`config.mk`:
```
export PLATFORM = sky130hd
export DESIGN_NAME = lcd_top
export DESIGN_NICKNAME = d
export VERILOG_FILES = /design/src/hw/lcd_pkg.sv /design/src/hw/lcd_cmd_fifo.sv /design/src/hw/lcd_engine.sv /design/src/hw/lcd_top.sv /design/src/hw/lcd_wb_regs.sv
export VERILOG_INCLUDE_DIRS = /design/src /design/src/include
export SDC_FILE = /design/constraint.sdc
export NUM_CORES = 1
export LEC_CHECK = 0
export BUFFER_PORTS_ARGS = -buffer_cell sky130_fd_sc_hd__buf_2
export CAP_MARGIN = 20
export CELL_PAD_IN_SITES_DETAIL_PLACEMENT = 0
export CELL_PAD_IN_SITES_GLOBAL_PLACEMENT = 1
export CORE_UTILIZATION = 45
export DETAILED_ROUTE_END_ITERATION = 12
export PLACE_DENSITY_LB_ADDON = 0.25
export SYNTH_ARGS = -nofsm -noshare
export SYNTH_HDL_FRONTEND = slang
export SYNTH_HIERARCHICAL = 1
export SYNTH_SLANG_ARGS = --single-unit
```
`constraint.sdc`:
```
create_clock -name clk -period 6.45 [get_ports clk]
set_input_delay 0.645 -clock clk [delete_from_list [all_inputs] [get_ports clk]]
set_output_delay 0.645 -clock clk [all_outputs]
set_load 0.03 [all_outputs]
```
`src/include/lcd_cfg.svh`:
```
`ifndef LCD_CFG_SVH
`define LCD_CFG_SVH

// clocks per timing unit, 1 keeps simulation short
`define LCD_CLK_PER_US 1

// engine delay counter, must hold 500 * LCD_CLK_PER_US
`define LCD_CNT_BITS 10

// command queue depth, power of two
`define LCD_FIFO_DEPTH 8

// fill level width, counts 0 to depth
`define LCD_LVL_BITS ($clog2(`LCD_FIFO_DEPTH) + 1)

// STATUS register field positions
`define LCD_STAT_DONE_BIT 0
`define LCD_STAT_BUSY_BIT 1
`define LCD_STAT_LVL_LSB 8

`endif

```
`src/hw/lcd_pkg.sv`:
```
`default_nettype none

package lcd_pkg;

	// one word as the display sees it
	typedef struct packed {
		logic       rs;      // register select
		logic       rw;      // read/write, passed to pin only
		logic [7:0] data;
	} lcd_word_t;

	typedef struct packed {
		logic lines;         // N bit of function set
		logic font;          // F bit of function set
		logic disp_on;
		logic cursor;
		logic blink;
		logic inc;           // I/D of entry mode
		logic shift;         // S of entry mode
	} lcd_opts_t;

	// host write word, decoded per target register
	typedef union packed {
		struct packed {
			logic [23:0] pad;
			logic        start;   // kicks off power-up and init
			lcd_opts_t   opts;
		} cfg;
		struct packed {
			logic [21:0] pad;
			lcd_word_t   word;
		} cmd;
	} lcd_wdata_u;

	typedef enum logic [1:0] {
		REG_CFG    = 2'd0,
		REG_CMD    = 2'd1,
		REG_STATUS = 2'd2
	} lcd_reg_e;

	typedef struct packed {
		logic       e;
		logic       rs;
		logic       rw;
		logic [7:0] data;
	} lcd_pins_t;

	typedef struct packed {
		logic        cyc;
		logic        stb;
		logic        we;
		logic [3:0]  adr;    // byte address, word select in [3:2]
		logic [31:0] dat;
	} wb_req_t;

endpackage

`default_nettype wire

```
`src/hw/lcd_cmd_fifo.sv`:
```
`timescale 1ns/1ps
`default_nettype none

`include "lcd_cfg.svh"

module lcd_cmd_fifo (
	input  logic                     clk,
	input  logic                     arst_n,
	input  logic                     push,
	input  lcd_pkg::lcd_word_t       push_word,
	input  logic                     pop,
	output lcd_pkg::lcd_word_t       head,
	output logic                     valid,
	output logic                     full,
	output logic [`LCD_LVL_BITS-1:0] level
);
	import lcd_pkg::*;

	localparam int DEPTH = `LCD_FIFO_DEPTH;
	localparam int AW    = $clog2(DEPTH);

	lcd_word_t   mem [DEPTH];
	logic [AW:0] wr_ptr;      // msb is the wrap bit
	logic [AW:0] rd_ptr;

	assign level = wr_ptr - rd_ptr;
	assign valid = (wr_ptr != rd_ptr);
	assign full  = (wr_ptr[AW] != rd_ptr[AW]) &&
		(wr_ptr[AW-1:0] == rd_ptr[AW-1:0]);
	assign head  = mem[rd_ptr[AW-1:0]];

	always_ff @(posedge clk or negedge arst_n) begin
		if (!arst_n) begin
			wr_ptr <= '0;
			rd_ptr <= '0;
		end else begin
			if (push) begin
				wr_ptr <= wr_ptr + 1'b1;
			end
			if (pop) begin
				rd_ptr <= rd_ptr + 1'b1;
			end
		end
	end

	always_ff @(posedge clk) begin
		if (push) begin
			mem[wr_ptr[AW-1:0]] <= push_word;   // head next cycle when empty
		end
	end

	a_no_pop_empty: assert property (@(posedge clk) disable iff (!arst_n)
		pop |-> valid);

	a_no_push_full: assert property (@(posedge clk) disable iff (!arst_n)
		push |-> !full);

endmodule

`default_nettype wire

```
`src/hw/lcd_engine.sv`:
```
`timescale 1ns/1ps
`default_nettype none

`include "lcd_cfg.svh"

module lcd_engine (
	input  logic               clk,
	input  logic               arst_n,
	input  lcd_pkg::lcd_opts_t opts,
	input  logic               init_start,
	input  logic               cmd_valid,
	input  lcd_pkg::lcd_word_t cmd_word,
	output logic               cmd_pop,
	output logic               init_done,
	output logic               busy,
	output lcd_pkg::lcd_pins_t pins
);
	import lcd_pkg::*;

	localparam int unsigned U        = `LCD_CLK_PER_US;
	localparam int unsigned XFER_LEN = 50 * U;

	typedef logic [`LCD_CNT_BITS-1:0] cnt_t;

	localparam cnt_t T_PWR_END  = cnt_t'(500 * U - 1);
	localparam cnt_t T_INIT_END = cnt_t'(440 * U - 1);
	localparam cnt_t T_XFER_END = cnt_t'(XFER_LEN - 1);
	localparam cnt_t T_FS_END   = cnt_t'(10 * U);    // function set strobe
	localparam cnt_t T_DC_BEG   = cnt_t'(60 * U);
	localparam cnt_t T_DC_END   = cnt_t'(70 * U);
	localparam cnt_t T_CLR_BEG  = cnt_t'(120 * U);
	localparam cnt_t T_CLR_END  = cnt_t'(130 * U);
	localparam cnt_t T_EM_BEG   = cnt_t'(330 * U);
	localparam cnt_t T_EM_END   = cnt_t'(340 * U);
	localparam cnt_t T_E_RISE   = cnt_t'(U);         // address setup
	localparam cnt_t T_E_FALL   = cnt_t'(14 * U);
	localparam cnt_t T_HOLD_END = cnt_t'(27 * U);

	typedef enum logic [1:0] {
		ST_PWRUP,
		ST_INIT,
		ST_IDLE,
		ST_XFER
	} state_t;

	state_t    state_q, state_d;
	cnt_t      cnt_q, cnt_d;
	logic      armed_q, armed_d;       // power-up delay running
	lcd_word_t word_q, word_d;
	lcd_pins_t pins_d;

	// pin image for a given point of the sequence
	function automatic lcd_pins_t decode(state_t st, cnt_t cnt, lcd_opts_t op,
		lcd_word_t w);
		lcd_pins_t p;
		p = '0;
		case (st)
			ST_INIT: begin
				if (cnt < T_FS_END) begin
					p.e    = 1'b1;
					p.data = {4'b0011, op.lines, op.font, 2'b00};
				end else if (cnt >= T_DC_BEG && cnt < T_DC_END) begin
					p.e    = 1'b1;
					p.data = {5'b00001, op.disp_on, op.cursor, op.blink};
				end else if (cnt >= T_CLR_BEG && cnt < T_CLR_END) begin
					p.e    = 1'b1;
					p.data = 8'h01;
				end else if (cnt >= T_EM_BEG && cnt < T_EM_END) begin
					p.e    = 1'b1;
					p.data = {6'b000001, op.inc, op.shift};
				end
			end
			ST_XFER: begin
				if (cnt < T_HOLD_END) begin     // setup, strobe and hold
					p.rs   = w.rs;
					p.rw   = w.rw;
					p.data = w.data;
					p.e    = (cnt >= T_E_RISE) && (cnt < T_E_FALL);
				end
			end
			default: begin
				p = '0;
			end
		endcase
		return p;
	endfunction

	always_comb begin
		state_d = state_q;
		cnt_d   = cnt_q + 1'b1;
		armed_d = armed_q;
		word_d  = word_q;
		cmd_pop = 1'b0;
		case (state_q)
			ST_PWRUP: begin
				if (!armed_q) begin
					cnt_d   = '0;
					armed_d = init_start;
				end else if (cnt_q == T_PWR_END) begin
					state_d = ST_INIT;
					cnt_d   = '0;
				end
			end
			ST_INIT: begin
				if (cnt_q == T_INIT_END) begin
					state_d = ST_IDLE;
					cnt_d   = '0;
				end
			end
			ST_IDLE: begin
				cnt_d = '0;
				if (init_start) begin        // re-init with new options
					state_d = ST_PWRUP;
				end else if (cmd_valid) begin
					cmd_pop = 1'b1;
					word_d  = cmd_word;
					state_d = ST_XFER;
				end
			end
			ST_XFER: begin
				if (cnt_q == T_XFER_END) begin
					state_d = ST_IDLE;
					cnt_d   = '0;
				end
			end
			default: begin
				state_d = ST_PWRUP;
			end
		endcase
		pins_d = decode(state_d, cnt_d, opts, word_d);
	end

	always_ff @(posedge clk or negedge arst_n) begin
		if (!arst_n) begin
			state_q <= ST_PWRUP;
			cnt_q   <= '0;
			armed_q <= 1'b0;
			pins    <= '0;
		end else begin
			state_q <= state_d;
			cnt_q   <= cnt_d;
			armed_q <= armed_d;
			pins    <= pins_d;             // registered, no glitches on e
		end
	end

	always_ff @(posedge clk) begin
		word_q <= word_d;
	end

	assign init_done = (state_q == ST_IDLE) || (state_q == ST_XFER);
	assign busy      = (state_q == ST_PWRUP && armed_q) || (state_q == ST_INIT) ||
		(state_q == ST_XFER);

	// whole transfer window is busy, then at least one idle cycle
	a_busy_xfer: assert property (@(posedge clk) disable iff (!arst_n)
		cmd_pop |=> busy [*XFER_LEN] ##1 !busy);

endmodule

`default_nettype wire

```
`src/hw/lcd_top.sv`:
```
`timescale 1ns/1ps
`default_nettype none

`include "lcd_cfg.svh"

module lcd_top (
	input  logic               clk,
	input  logic               arst_n,
	input  lcd_pkg::wb_req_t   wb_req,
	output logic [31:0]        wb_dat_o,
	output logic               wb_ack,
	output lcd_pkg::lcd_pins_t pins
);
	import lcd_pkg::*;

	lcd_opts_t                opts;
	logic                     init_start;
	logic                     push;
	lcd_word_t                push_word;
	logic                     fifo_full;
	logic [`LCD_LVL_BITS-1:0] fifo_level;
	logic                     cmd_valid;
	lcd_word_t                cmd_word;
	logic                     cmd_pop;
	logic                     init_done;
	logic                     busy;

	lcd_wb_regs u_regs (
		.clk        (clk),
		.arst_n     (arst_n),
		.wb_req     (wb_req),
		.wb_dat_o   (wb_dat_o),
		.wb_ack     (wb_ack),
		.opts       (opts),
		.init_start (init_start),
		.push       (push),
		.push_word  (push_word),
		.fifo_full  (fifo_full),
		.fifo_level (fifo_level),
		.init_done  (init_done),
		.busy       (busy)
	);

	lcd_cmd_fifo u_fifo (
		.clk       (clk),
		.arst_n    (arst_n),
		.push      (push),
		.push_word (push_word),
		.pop       (cmd_pop),
		.head      (cmd_word),
		.valid     (cmd_valid),
		.full      (fifo_full),
		.level     (fifo_level)
	);

	lcd_engine u_engine (
		.clk        (clk),
		.arst_n     (arst_n),
		.opts       (opts),
		.init_start (init_start),
		.cmd_valid  (cmd_valid),
		.cmd_word   (cmd_word),
		.cmd_pop    (cmd_pop),
		.init_done  (init_done),
		.busy       (busy),
		.pins       (pins)
	);

endmodule

`default_nettype wire

```
`src/hw/lcd_wb_regs.sv`:
```
`timescale 1ns/1ps
`default_nettype none

`include "lcd_cfg.svh"

module lcd_wb_regs (
	input  logic                         clk,
	input  logic                         arst_n,
	input  lcd_pkg::wb_req_t             wb_req,
	output logic [31:0]                  wb_dat_o,
	output logic                         wb_ack,
	output lcd_pkg::lcd_opts_t           opts,
	output logic                         init_start,
	output logic                         push,
	output lcd_pkg::lcd_word_t           push_word,
	input  logic                         fifo_full,
	input  logic [`LCD_LVL_BITS-1:0]     fifo_level,
	input  logic                         init_done,
	input  logic                         busy
);
	import lcd_pkg::*;

	lcd_wdata_u wdata;
	lcd_reg_e   sel;
	logic       req;       // request seen, not yet acked
	logic       stall;     // CMD write against a full queue
	logic       take;      // request served this cycle
	logic       wr_cfg;
	logic       wr_cmd;

	assign wdata = wb_req.dat;
	assign sel   = lcd_reg_e'(wb_req.adr[3:2]);
	assign req   = wb_req.cyc & wb_req.stb & ~wb_ack;

	assign stall  = wb_req.we & (sel == REG_CMD) & fifo_full;
	assign take   = req & ~stall;
	assign wr_cfg = take & wb_req.we & (sel == REG_CFG);
	assign wr_cmd = take & wb_req.we & (sel == REG_CMD);

	always_ff @(posedge clk or negedge arst_n) begin
		if (!arst_n) begin
			wb_ack     <= 1'b0;
			init_start <= 1'b0;
			push       <= 1'b0;
			opts       <= '0;
		end else begin
			wb_ack     <= take;
			init_start <= wr_cfg & wdata.cfg.start;
			push       <= wr_cmd;           // lands with ack
			if (wr_cfg) begin
				opts <= wdata.cfg.opts;
			end
		end
	end

	always_ff @(posedge clk) begin
		if (wr_cmd) begin
			push_word <= wdata.cmd.word;
		end
	end

	// read mux, sampled by the master together with ack
	always_comb begin
		wb_dat_o = '0;
		case (sel)
			REG_CFG: begin
				wb_dat_o[$bits(lcd_opts_t)-1:0] = opts;
			end
			REG_STATUS: begin
				wb_dat_o[`LCD_STAT_DONE_BIT] = init_done;
				wb_dat_o[`LCD_STAT_BUSY_BIT] = busy;
				wb_dat_o[`LCD_STAT_LVL_LSB +: `LCD_LVL_BITS] = fifo_level;
			end
			default: begin
				wb_dat_o = '0;     // CMD is write only
			end
		endcase
	end

	// ack only answers a strobe the master still holds
	a_ack_held: assert property (@(posedge clk) disable iff (!arst_n)
		wb_ack |-> wb_req.cyc && wb_req.stb);

	// full flag comes from the queue, push decided a cycle earlier
	a_no_push_full: assert property (@(posedge clk) disable iff (!arst_n)
		push |-> !fifo_full);

endmodule

`default_nettype wire

```
# Word-level counts from Yosys, hierarchy flattened
# Memories as Yosys holds them, arrays and structs flattened.
# Cells that the tools add are included.
[totals] out_inout_bits=44 n_memories=1 regBits=62 elab_cells=111 input_bits=41 mem_bits_rw=80
[memory_table] name="u_fifo.mem" depth=8 width=10 rd=1 rd_clocked_by_memory_dff=0 write_ports=1 line_no="lcd_cmd_fifo.sv:22" text="lcd_word_t mem [DEPTH];"
[op_classes] n_mux=36 n_bitwise=11 addsub=4 reduce_logical=11 n_eq_ne=13 magnitude_cmp=10
[op_table] operator="two-way mux 10 bit" n=7
[op_table] operator="case mux 10 bit (4 select lines)" n=1
[op_table] operator="two-way mux 8 bit" n=3
[op_table] operator="equality test 10 x 9 -> 1 bit (second input constant)" n=2
[op_table] operator="less-than comparator 10 x 4 -> 1 bit (second input constant)" n=2
[op_table] operator="case mux 8 bit (2 select lines)" n=1
[op_table] operator="two-way mux 2 bit" n=7
[op_table] operator="two-way mux 11 bit" n=1
[op_table] operator="adder 10 x 1 -> 10 bit (second input constant)" n=1
[op_table] operator="equality test 10 x 6 -> 1 bit (second input constant)" n=1
[op_table] operator=">= comparator 10 x 1 -> 1 bit (second input constant)" n=1
[op_table] operator=">= comparator 10 x 6 -> 1 bit (second input constant)" n=1
[op_table] operator=">= comparator 10 x 7 -> 1 bit (second input constant)" n=1
[op_table] operator=">= comparator 10 x 9 -> 1 bit (second input constant)" n=1
[op_table] operator="less-than comparator 10 x 5 -> 1 bit (second input constant)" n=1
[op_table] operator="less-than comparator 10 x 7 -> 1 bit (second input constant)" n=1
[op_table] operator="less-than comparator 10 x 8 -> 1 bit (second input constant)" n=1
[op_table] operator="less-than comparator 10 x 9 -> 1 bit (second input constant)" n=1
[op_table] operator="two-way mux 1 bit" n=10
[op_table] operator="bitwise AND 1 bit" n=9
[op_table] operator="adder 4 x 1 -> 4 bit (second input constant)" n=2
[op_table] operator="equality test 2 bit (second input constant)" n=4
[op_table] operator="case mux 2 bit (4 select lines)" n=1
[op_table] operator="equality test 2 x 1 -> 1 bit (second input constant)" n=3
[op_table] operator="13 further kinds" n=22

# Logic depth before layout (Yosys ltp)
# Gate-level depths: netlist of the first run.
[depth] word_depth=11 ltp_mapped=11 ltp_nobuf=9

# By module
# Netlist of the first run, hierarchy kept.
[by_module_without_submodules] mod="lcd_cmd_fifo" seq_area_each_um2=2602.5 cells_each=190 area_per_inst_um2=3514.6 n_inst=1
[by_module_without_submodules] mod="lcd_engine" seq_area_each_um2=800.8 cells_each=223 area_per_inst_um2=1981.9 n_inst=1
[by_module_without_submodules] mod="lcd_wb_regs" seq_area_each_um2=550.5 cells_each=74 area_per_inst_um2=993.5 n_inst=1

# Worst setup path after synthesis of the first run
# OpenSTA, ideal clock, no wires.
[synth_timing] kind="reg2reg" startpoint="register u_fifo.rd_ptr[1]" endpoint="register u_regs/push_word[0] (netlist name)" t_arrival_ps=2291 required_time_ps=6044 n_path_buf=1 slack_ps=3753 synth_period_minus_slack_ps=2697 path_stages_with_launch=7 setup_ps=406 path_cell_list="dfrtp_1 -> buf_2 -> inv_1 -> ha_1 -> nand3_1 -> nor2_1 -> nor4_1"
[synth_via] elab_chain_len=7
[synth_lines] item="from (decl)" line_no="lcd_cmd_fifo.sv:24" text="logic [AW:0] rd_ptr;"
[synth_lines] item="from (signal assigned)" line_no="lcd_cmd_fifo.sv:41" text="rd_ptr <= rd_ptr + 1'b1;"
[synth_lines] item="equality test 3 bit" line_no="lcd_cmd_fifo.sv:29" text="(wr_ptr[AW-1:0] == rd_ptr[AW-1:0]);"
[synth_lines] item="logical AND 1 bit" line_no="lcd_cmd_fifo.sv:28" text="assign full = (wr_ptr[AW] != rd_ptr[AW]) &&"
[synth_lines] item="via fifo_full" line_no="lcd_top.sv:20" text="logic fifo_full;"
[synth_lines] item="bitwise AND 1 bit" line_no="lcd_wb_regs.sv:35" text="assign stall = wb_req.we & (sel == REG_CMD) & fifo_full;"
[synth_lines] item="NOT 1 bit" line_no="lcd_wb_regs.sv:36" text="assign take = req & ~stall;"
[synth_lines] item="bitwise AND 1 bit" line_no="lcd_wb_regs.sv:36"
[synth_lines] item="bitwise AND 1 bit (2 in a row)" line_no="lcd_wb_regs.sv:38" text="assign wr_cmd = take & wb_req.we & (sel == REG_CMD);"
[synth_lines] item="via u_regs.wr_cmd" line_no="lcd_wb_regs.sv:29" text="logic wr_cmd;"
# The timed path passes the listed nets, and every way through them passes these cells.
# A chain may end at the register's enable or synchronous reset.

# Worst setup path after layout of the first run
[layout_timing] startpoint="register u_fifo.rd_ptr[2]" endpoint="output port wb_dat_o[11]"
[layout_via] elab_chain_len=2
[layout_lines] item="subtractor 4 bit" line_no="lcd_cmd_fifo.sv:26" text="assign level = wr_ptr - rd_ptr;"
[layout_lines] item="via fifo_level[3]" line_no="lcd_top.sv:21" text="logic [`LCD_LVL_BITS-1:0] fifo_level;"
[layout_lines] item="two-way mux 4 bit" line_no="lcd_wb_regs.sv:65" text="case (sel)"
[layout_lines] item="to (decl)" line_no="lcd_top.sv:10" text="output logic [31:0] wb_dat_o,"
# The timed path passes the listed nets, and every way through them passes these cells.

==> results of run 1 <==
-- critical path: stages (launching register included) --
cell and delay [ps]:
dfrtp_1 760, inv_1 460, ha_1 470, nor2b_1 150
a221oi_1 290, xnor2_1 160, and2_1 140, buf_2 190
-- power by group through the flow --
| stage | clock [uW] | combinational (uW) | sequential (uW) |
|---|---|---|---|
| final | 860 | 312 | 1060 |
| after detailed placement | 0 | 311 | 1080 |
| after CTS | 877 | 313 | 1060 |
| after floorplan | 0 | 281 | 1040 |
| after global placement | 0 | 305 | 1080 |
| after global routing | 917 | 350 | 1070 |
-- synthesized netlist by cell type, types with 7 or more instances --
cell and instances:
dfxtp_1 10, inv_1 21, mux4_2 18, o21ai_0 10
nor3_1 8, nor2_1 35, xor2_1 8, nor2b_1 8
buf_4 21, nand2_1 60, clkbuf_1 7, xnor2_1 11
ha_1 7, edfxtp_1 90, nand3_1 10, mux2i_1 11
a21oi_1 9, buf_2 10, dfrtp_1 42, and2_1 10
mux2_4 7
-- area by class of cell --
cell class	count	area (sq um)	share of cell area, %
clock buffers	22	444	6.06
clock inverters	9	71.3	0.974
inverters	21	78.8	1.08
multi-input cells	298	2250	30.7
flip-flops and latches	142	3950	54.0
well taps	180	225	3.07
repair buffers	50	302	4.12
-- layout by cell type, fill, tap and decap left out, types with 9 or more instances in the layout --
| master | n |
|---|---|
| xnor2_1 | 11 |
| o21ai_0 | 10 |
| buf_2 | 39 |
| a21oi_1 | 9 |
| clkbuf_16 | 17 |
| nand2_1 | 60 |
| dfxtp_1 | 10 |
| inv_1 | 21 |
| edfxtp_1 | 90 |
| nand3_1 | 10 |
| conb_1 | 21 |
| dfrtp_1 | 42 |
| mux2i_1 | 11 |
| and2_1 | 10 |
| nor2_1 | 35 |
| mux4_2 | 18 |
-- metal layers --
layer | vias up | share of wire (%)
met5 | - | 0
met4 | 0 | 1.7
met3 | 23 | 4.3
met2 | 134 | 45
met1 | 1924 | 49
li1 | 1813 | -
-- registers in the layout, summed over array words and instances (netlist names) --
| name | cells |
|---|---|
| u_engine/cnt_q | 10 |
| u_engine/armed_q | 1 |
| u_regs/init_start | 1 |
| u_regs/push_word | 10 |
| u_regs/wb_ack | 1 |
| u_fifo/mem | 80 |
| u_engine/word_q | 10 |
| u_fifo/wr_ptr | 4 |
| u_regs/push | 1 |
| u_engine/pins | 11 |
| u_engine/state_q | 2 |
| u_fifo/rd_ptr | 4 |
| u_regs/opts | 7 |
-- metrics by stage --
| step | area (sq um) | hold slack [ps] |
|---|---|---|
| 2_1_floorplan | 6570 | 349 |
| 3_3_place_gp | 6760 | 437 |
| 3_5_place_dp | 6770 | 445 |
| 4_1_cts | 7280 | 397 |
| 5_1_grt | 7330 | 38.5 |
| 6_report | 7330 | 49.4 |
-- how the worst min path moves through the flow --
stage / end / cells after the start / slack [ps]
floorplan: u_engine/armed_q / 0 / 350
global placement: u_engine/word_q[4] / 2 / 440
detailed placement: u_engine/word_q[7] / 2 / 440
CTS: u_regs/push_word[8] / 1 / 400
global route: u_fifo/rd_ptr[0] / 1 / 40
finish: u_fifo/rd_ptr[0] / 1 / 50
-- cells by family after synthesis --
group,count (synthesis),synth area share [%]
compound gates,50,5.76
xor+xnor,19,2.56
fa+ha+maj,8,1.66
buf+inv,67,5.88
flops,142,60.9
mux,39,10.5
other cells,1,0.0578
simple gates,161,12.6
==> metrics.cfg, run 1 <==
[floorplan]
rows=43
die_area_sq_um=14900
io_pins=85
die_w_microns=122
die_h_microns=122
start_util_pct=46.4
core_area_sq_um=14000

[setup_path]
critPathLaunch=u_fifo/rd_ptr[2]
crit_type=reg -> out
cp_max_fo=13
critPathCaptureType=output pin
r2r_start=u_fifo/rd_ptr[2]
required_ps=5800
arrival_ps=3040
startpoint_type=flop
regToRegSetupSlack_ps=2800
reg2reg_depth=9
r2r-end=u_engine/pins[4]
crit_end=wb_dat_o[11]

[synthesis]
yosys.area.top_type_share_pct=41.6
synth.distinct_cells=66
synth_area_sq_um=6490
yosysWarningCount=6
synthTopCellsByArea=edfxtp_1, dfrtp_1, mux4_2
async_flop_share_pct=29.6
ys_ff_latch=142
yosys.area.top_type=edfxtp_1
synth_edf_count=90
synth_flop_cell=edfxtp_1
syn_inst=487
syn-mean-instance-area_sq_um=13.3
yosysSeqAreaShare_pct=60.9

[cts]
cts_resized=0
root_buffer=clkbuf_16
cts_hold_buffers=0
cts_made_buffers=17
cts_max_path_buffers=2
clk_pin_slew_ps=50
cts_setup_buffers=0
cts_tree=built
htree_num_levels=4
clk_latency_ps=410
cts_sinks=142

[power_and_ir_drop]
p_switching_uw=591
switching_share_pct=26.4
p_per_area_nw_per_um2=305
total_power_uw=2230
power.share.clock_pct=38.5
power_frac_seq_pct=47.5
comb_power_share_pct=14.0
power.internal_uw=1640
ir_drop_mv=0.241
leakagePower_uw=0.00289

[sta]
fmax_mhz=271
setup_violations=0
slew_viol_final=0
rsz0062_at_grt=false
timing.final.crit_period_ps=3680
slew-limit-headroom_pct=31.0
setup_tns_ps=0
setup_ws_ps=2770
tightest_slew_ps=1030
timing.final.crit_share_pct=57.1
clock_skew_ps=6.53
hold_violations=0

[global_routing]
grtUsageMet1_pct=27.6
antenna_found_initial=0
met2_usage_pct=29.8
busiest_layer=met2
grt_pass1_wl_microns=21300
grt_max_degree=43
overflow=0
grt_use_met3_pct=3.75
grt_pass1_vias=3970
track_usage_pct=19.6

[route]
vias=3894
drc=0
routed_via_density=5.39
post_drt_wl_per_cell_microns=18.4
first_pass_iters=5
drt-total-wl_microns=13300
ant_nets=0
drt_iter0_drc=315

[layout]
n_antenna_cell=0
fin_util_pct=52.4
nFillCells=1213
fin_nets=579
drive_gt1_share_pct=20.3
instances_no_fill=722
area_delta_synth_final_pct=12.9

[placement]
io_buffers=39
place.gp.congestion=0.841
dp_hpwl_microns=8990
place_ws_ps=2870
placed_cells=688

[status]
outcome=finished clean

[min_path]
hp-class=in -> async

[flow_run]
drv_cap=0

No activity file was read; power rests on OpenSTA's default activity.
==> run 2: changes to the inputs <==
==> constraint.sdc (replaced) <==
create_clock -name clk -period 3.55 [get_ports clk]
set_input_delay 0.355 -clock clk [delete_from_list [all_inputs] [get_ports clk]]
set_output_delay 0.355 -clock clk [all_outputs]
set_load 0.03 [all_outputs]
==> metrics.cfg, run 2 (same netlist as run 1, synthesis figures left out) <==
[floorplan]
io_pins=85
die_h_microns=122
core_area_sq_um=14000
die_w_microns=122
start_util_pct=46.4
die_area_sq_um=14900
rows=43

[sta]
timing.final.crit_period_ps=3020
clock_skew_ps=9.70
rsz0062_at_grt=false
hold_violations=0
tightest_slew_ps=1070
fmax_mhz=331
timing.final.crit_share_pct=85.0
slew-limit-headroom_pct=28.5
slew_viol_final=0
setup_violations=0
setup_ws_ps=533
setup_tns_ps=0

[route]
routed_via_density=5.29
ant_nets=0
drt-total-wl_microns=13300
first_pass_iters=5
drc=0
post_drt_wl_per_cell_microns=18.2
drt_iter0_drc=312
vias=3874

[power_and_ir_drop]
power.internal_uw=3090
total_power_uw=4230
ir_drop_mv=0.349
comb_power_share_pct=14.7
leakagePower_uw=0.00295
switching_share_pct=26.9
p_switching_uw=1140
power.share.clock_pct=40.4
power_frac_seq_pct=44.9
p_per_area_nw_per_um2=568

[global_routing]
grt_max_degree=43
grt_pass1_wl_microns=21100
grt_pass1_vias=3871
antenna_found_initial=0
track_usage_pct=19.6
overflow=0

[layout]
final_cell_mix=edfxtp_1, nand2_1, dfrtp_1
stdcell_area_sq_um=7440
area_delta_synth_final_pct=14.7
fin_nets=588
final_common_cell=edfxtp_1
n_antenna_cell=0
fin_util_pct=53.2
largest_register_ffs=80
drive_gt1_share_pct=22.6
nFillCells=1207

[setup_path]
startpoint_type=flop
arrival_ps=3340
crit_type=reg -> reg
slowest_stage=a211oi_1
critPathCaptureType=flop
r2r_start=u_engine/cnt_q[1]
critPathLaunch=u_engine/cnt_q[1]
required_ps=3870
path_cells=ha_1, nand3_1, nor2_1, xor2_1, o211ai_1, a211oi_1, a221oi_2, o22ai_1
max_stage_delay_ps=660
cp_max_fo=14
regToRegSetupSlack_ps=530

[cts]
cts_tree=built
clk_latency_ps=420
cts_sinks=142
htree_num_levels=4
clk_pin_slew_ps=60
cts_resized=0
cts_max_path_buffers=2
root_buffer=clkbuf_16
cts_setup_buffers=0
cts_made_buffers=17

[placement]
place.gp.congestion=0.798
place_ws_ps=556
io_buffers=39
placed_area_sq_um=6840
dp_hpwl_microns=9080

[min_path]
min_from=wb_req[9]
hp-class=in -> reg

[status]
outcome=finished clean

[flow_run]
drv_cap=0

[run 2: cell count changes in the layout (fill, tap and decap cells not counted), sizes merged]
cell	delta
inv	+2
clkbuf	-4
buf	+8
bufinv	+1
clkinv	-1
dlygate4sd3	+1
clkinvlp	+3
[run 2: routing by layer]
metal | part of all wire (%) | vias to the layer above | global-route usage [%] | wire, microns
li1 | - | 1836 | - | -
met2 | 46 | 126 | 29.5 | 6060
met3 | 5.4 | 12 | 4.87 | 713
met1 | 48 | 1900 | 27.9 | 6340
met4 | 1.4 | 0 | 6.63 | 189
met5 | 0 | - | 0 | 0
[run 2: layout make-up]
class	instances	area, sq um	area share (%)
clock buffers	18	429	5.77
multi-input cells	298	2250	30.3
flip-flops and latches	142	3950	53.1
clock inverters	14	143	1.92
well taps	180	225	3.03
inverters	21	78.8	1.06
repair buffers	59	360	4.84
[run 2: final timing paths]
check                                      end  cells past startpoint
max                           u_engine/pins[0]                      8
min                        u_regs/push_word[9]                      1
max reg2reg                   u_engine/pins[0]                      8
min reg2reg                 u_engine/word_q[8]                      2
max in group asynchronous     u_engine/armed_q                      3
min in group asynchronous     u_engine/pins[7]                      2
[run 2: through the flow]
step,cells,hold WS [ps]
3_5_place_dp,698,441
3_3_place_gp,698,433
5_1_grt,732,97.5
4_1_cts,730,95.7
6_report,732,114
2_1_floorplan,507,59.4
[run 2: power groups by stage]
stage,Combinational (uW),Sequential (uW),Clock (uW)
global placement,613,1930,0
CTS,622,1900,1730
floorplan,511,1880,0
global route,691,1910,1810
finish,622,1900,1710
detailed placement,618,1930,0
[run 2: timing repair]
item	4_1_cts	5_1_grt
endpoints found under the hold margin	0	5
hold buffers	0	1
setup endpoints to repair	0	0
[run 2: worst max-delay path, delay by kind of cell (launching register included)]
family / cells / cell delay (ps)
AO/OA/AOI/OAI: 4 / 1140
adder cells (fa/ha/maj): 1 / 530
flip-flops: 1 / 510
AND/OR/NAND/NOR: 2 / 420
XOR/XNOR: 1 / 340
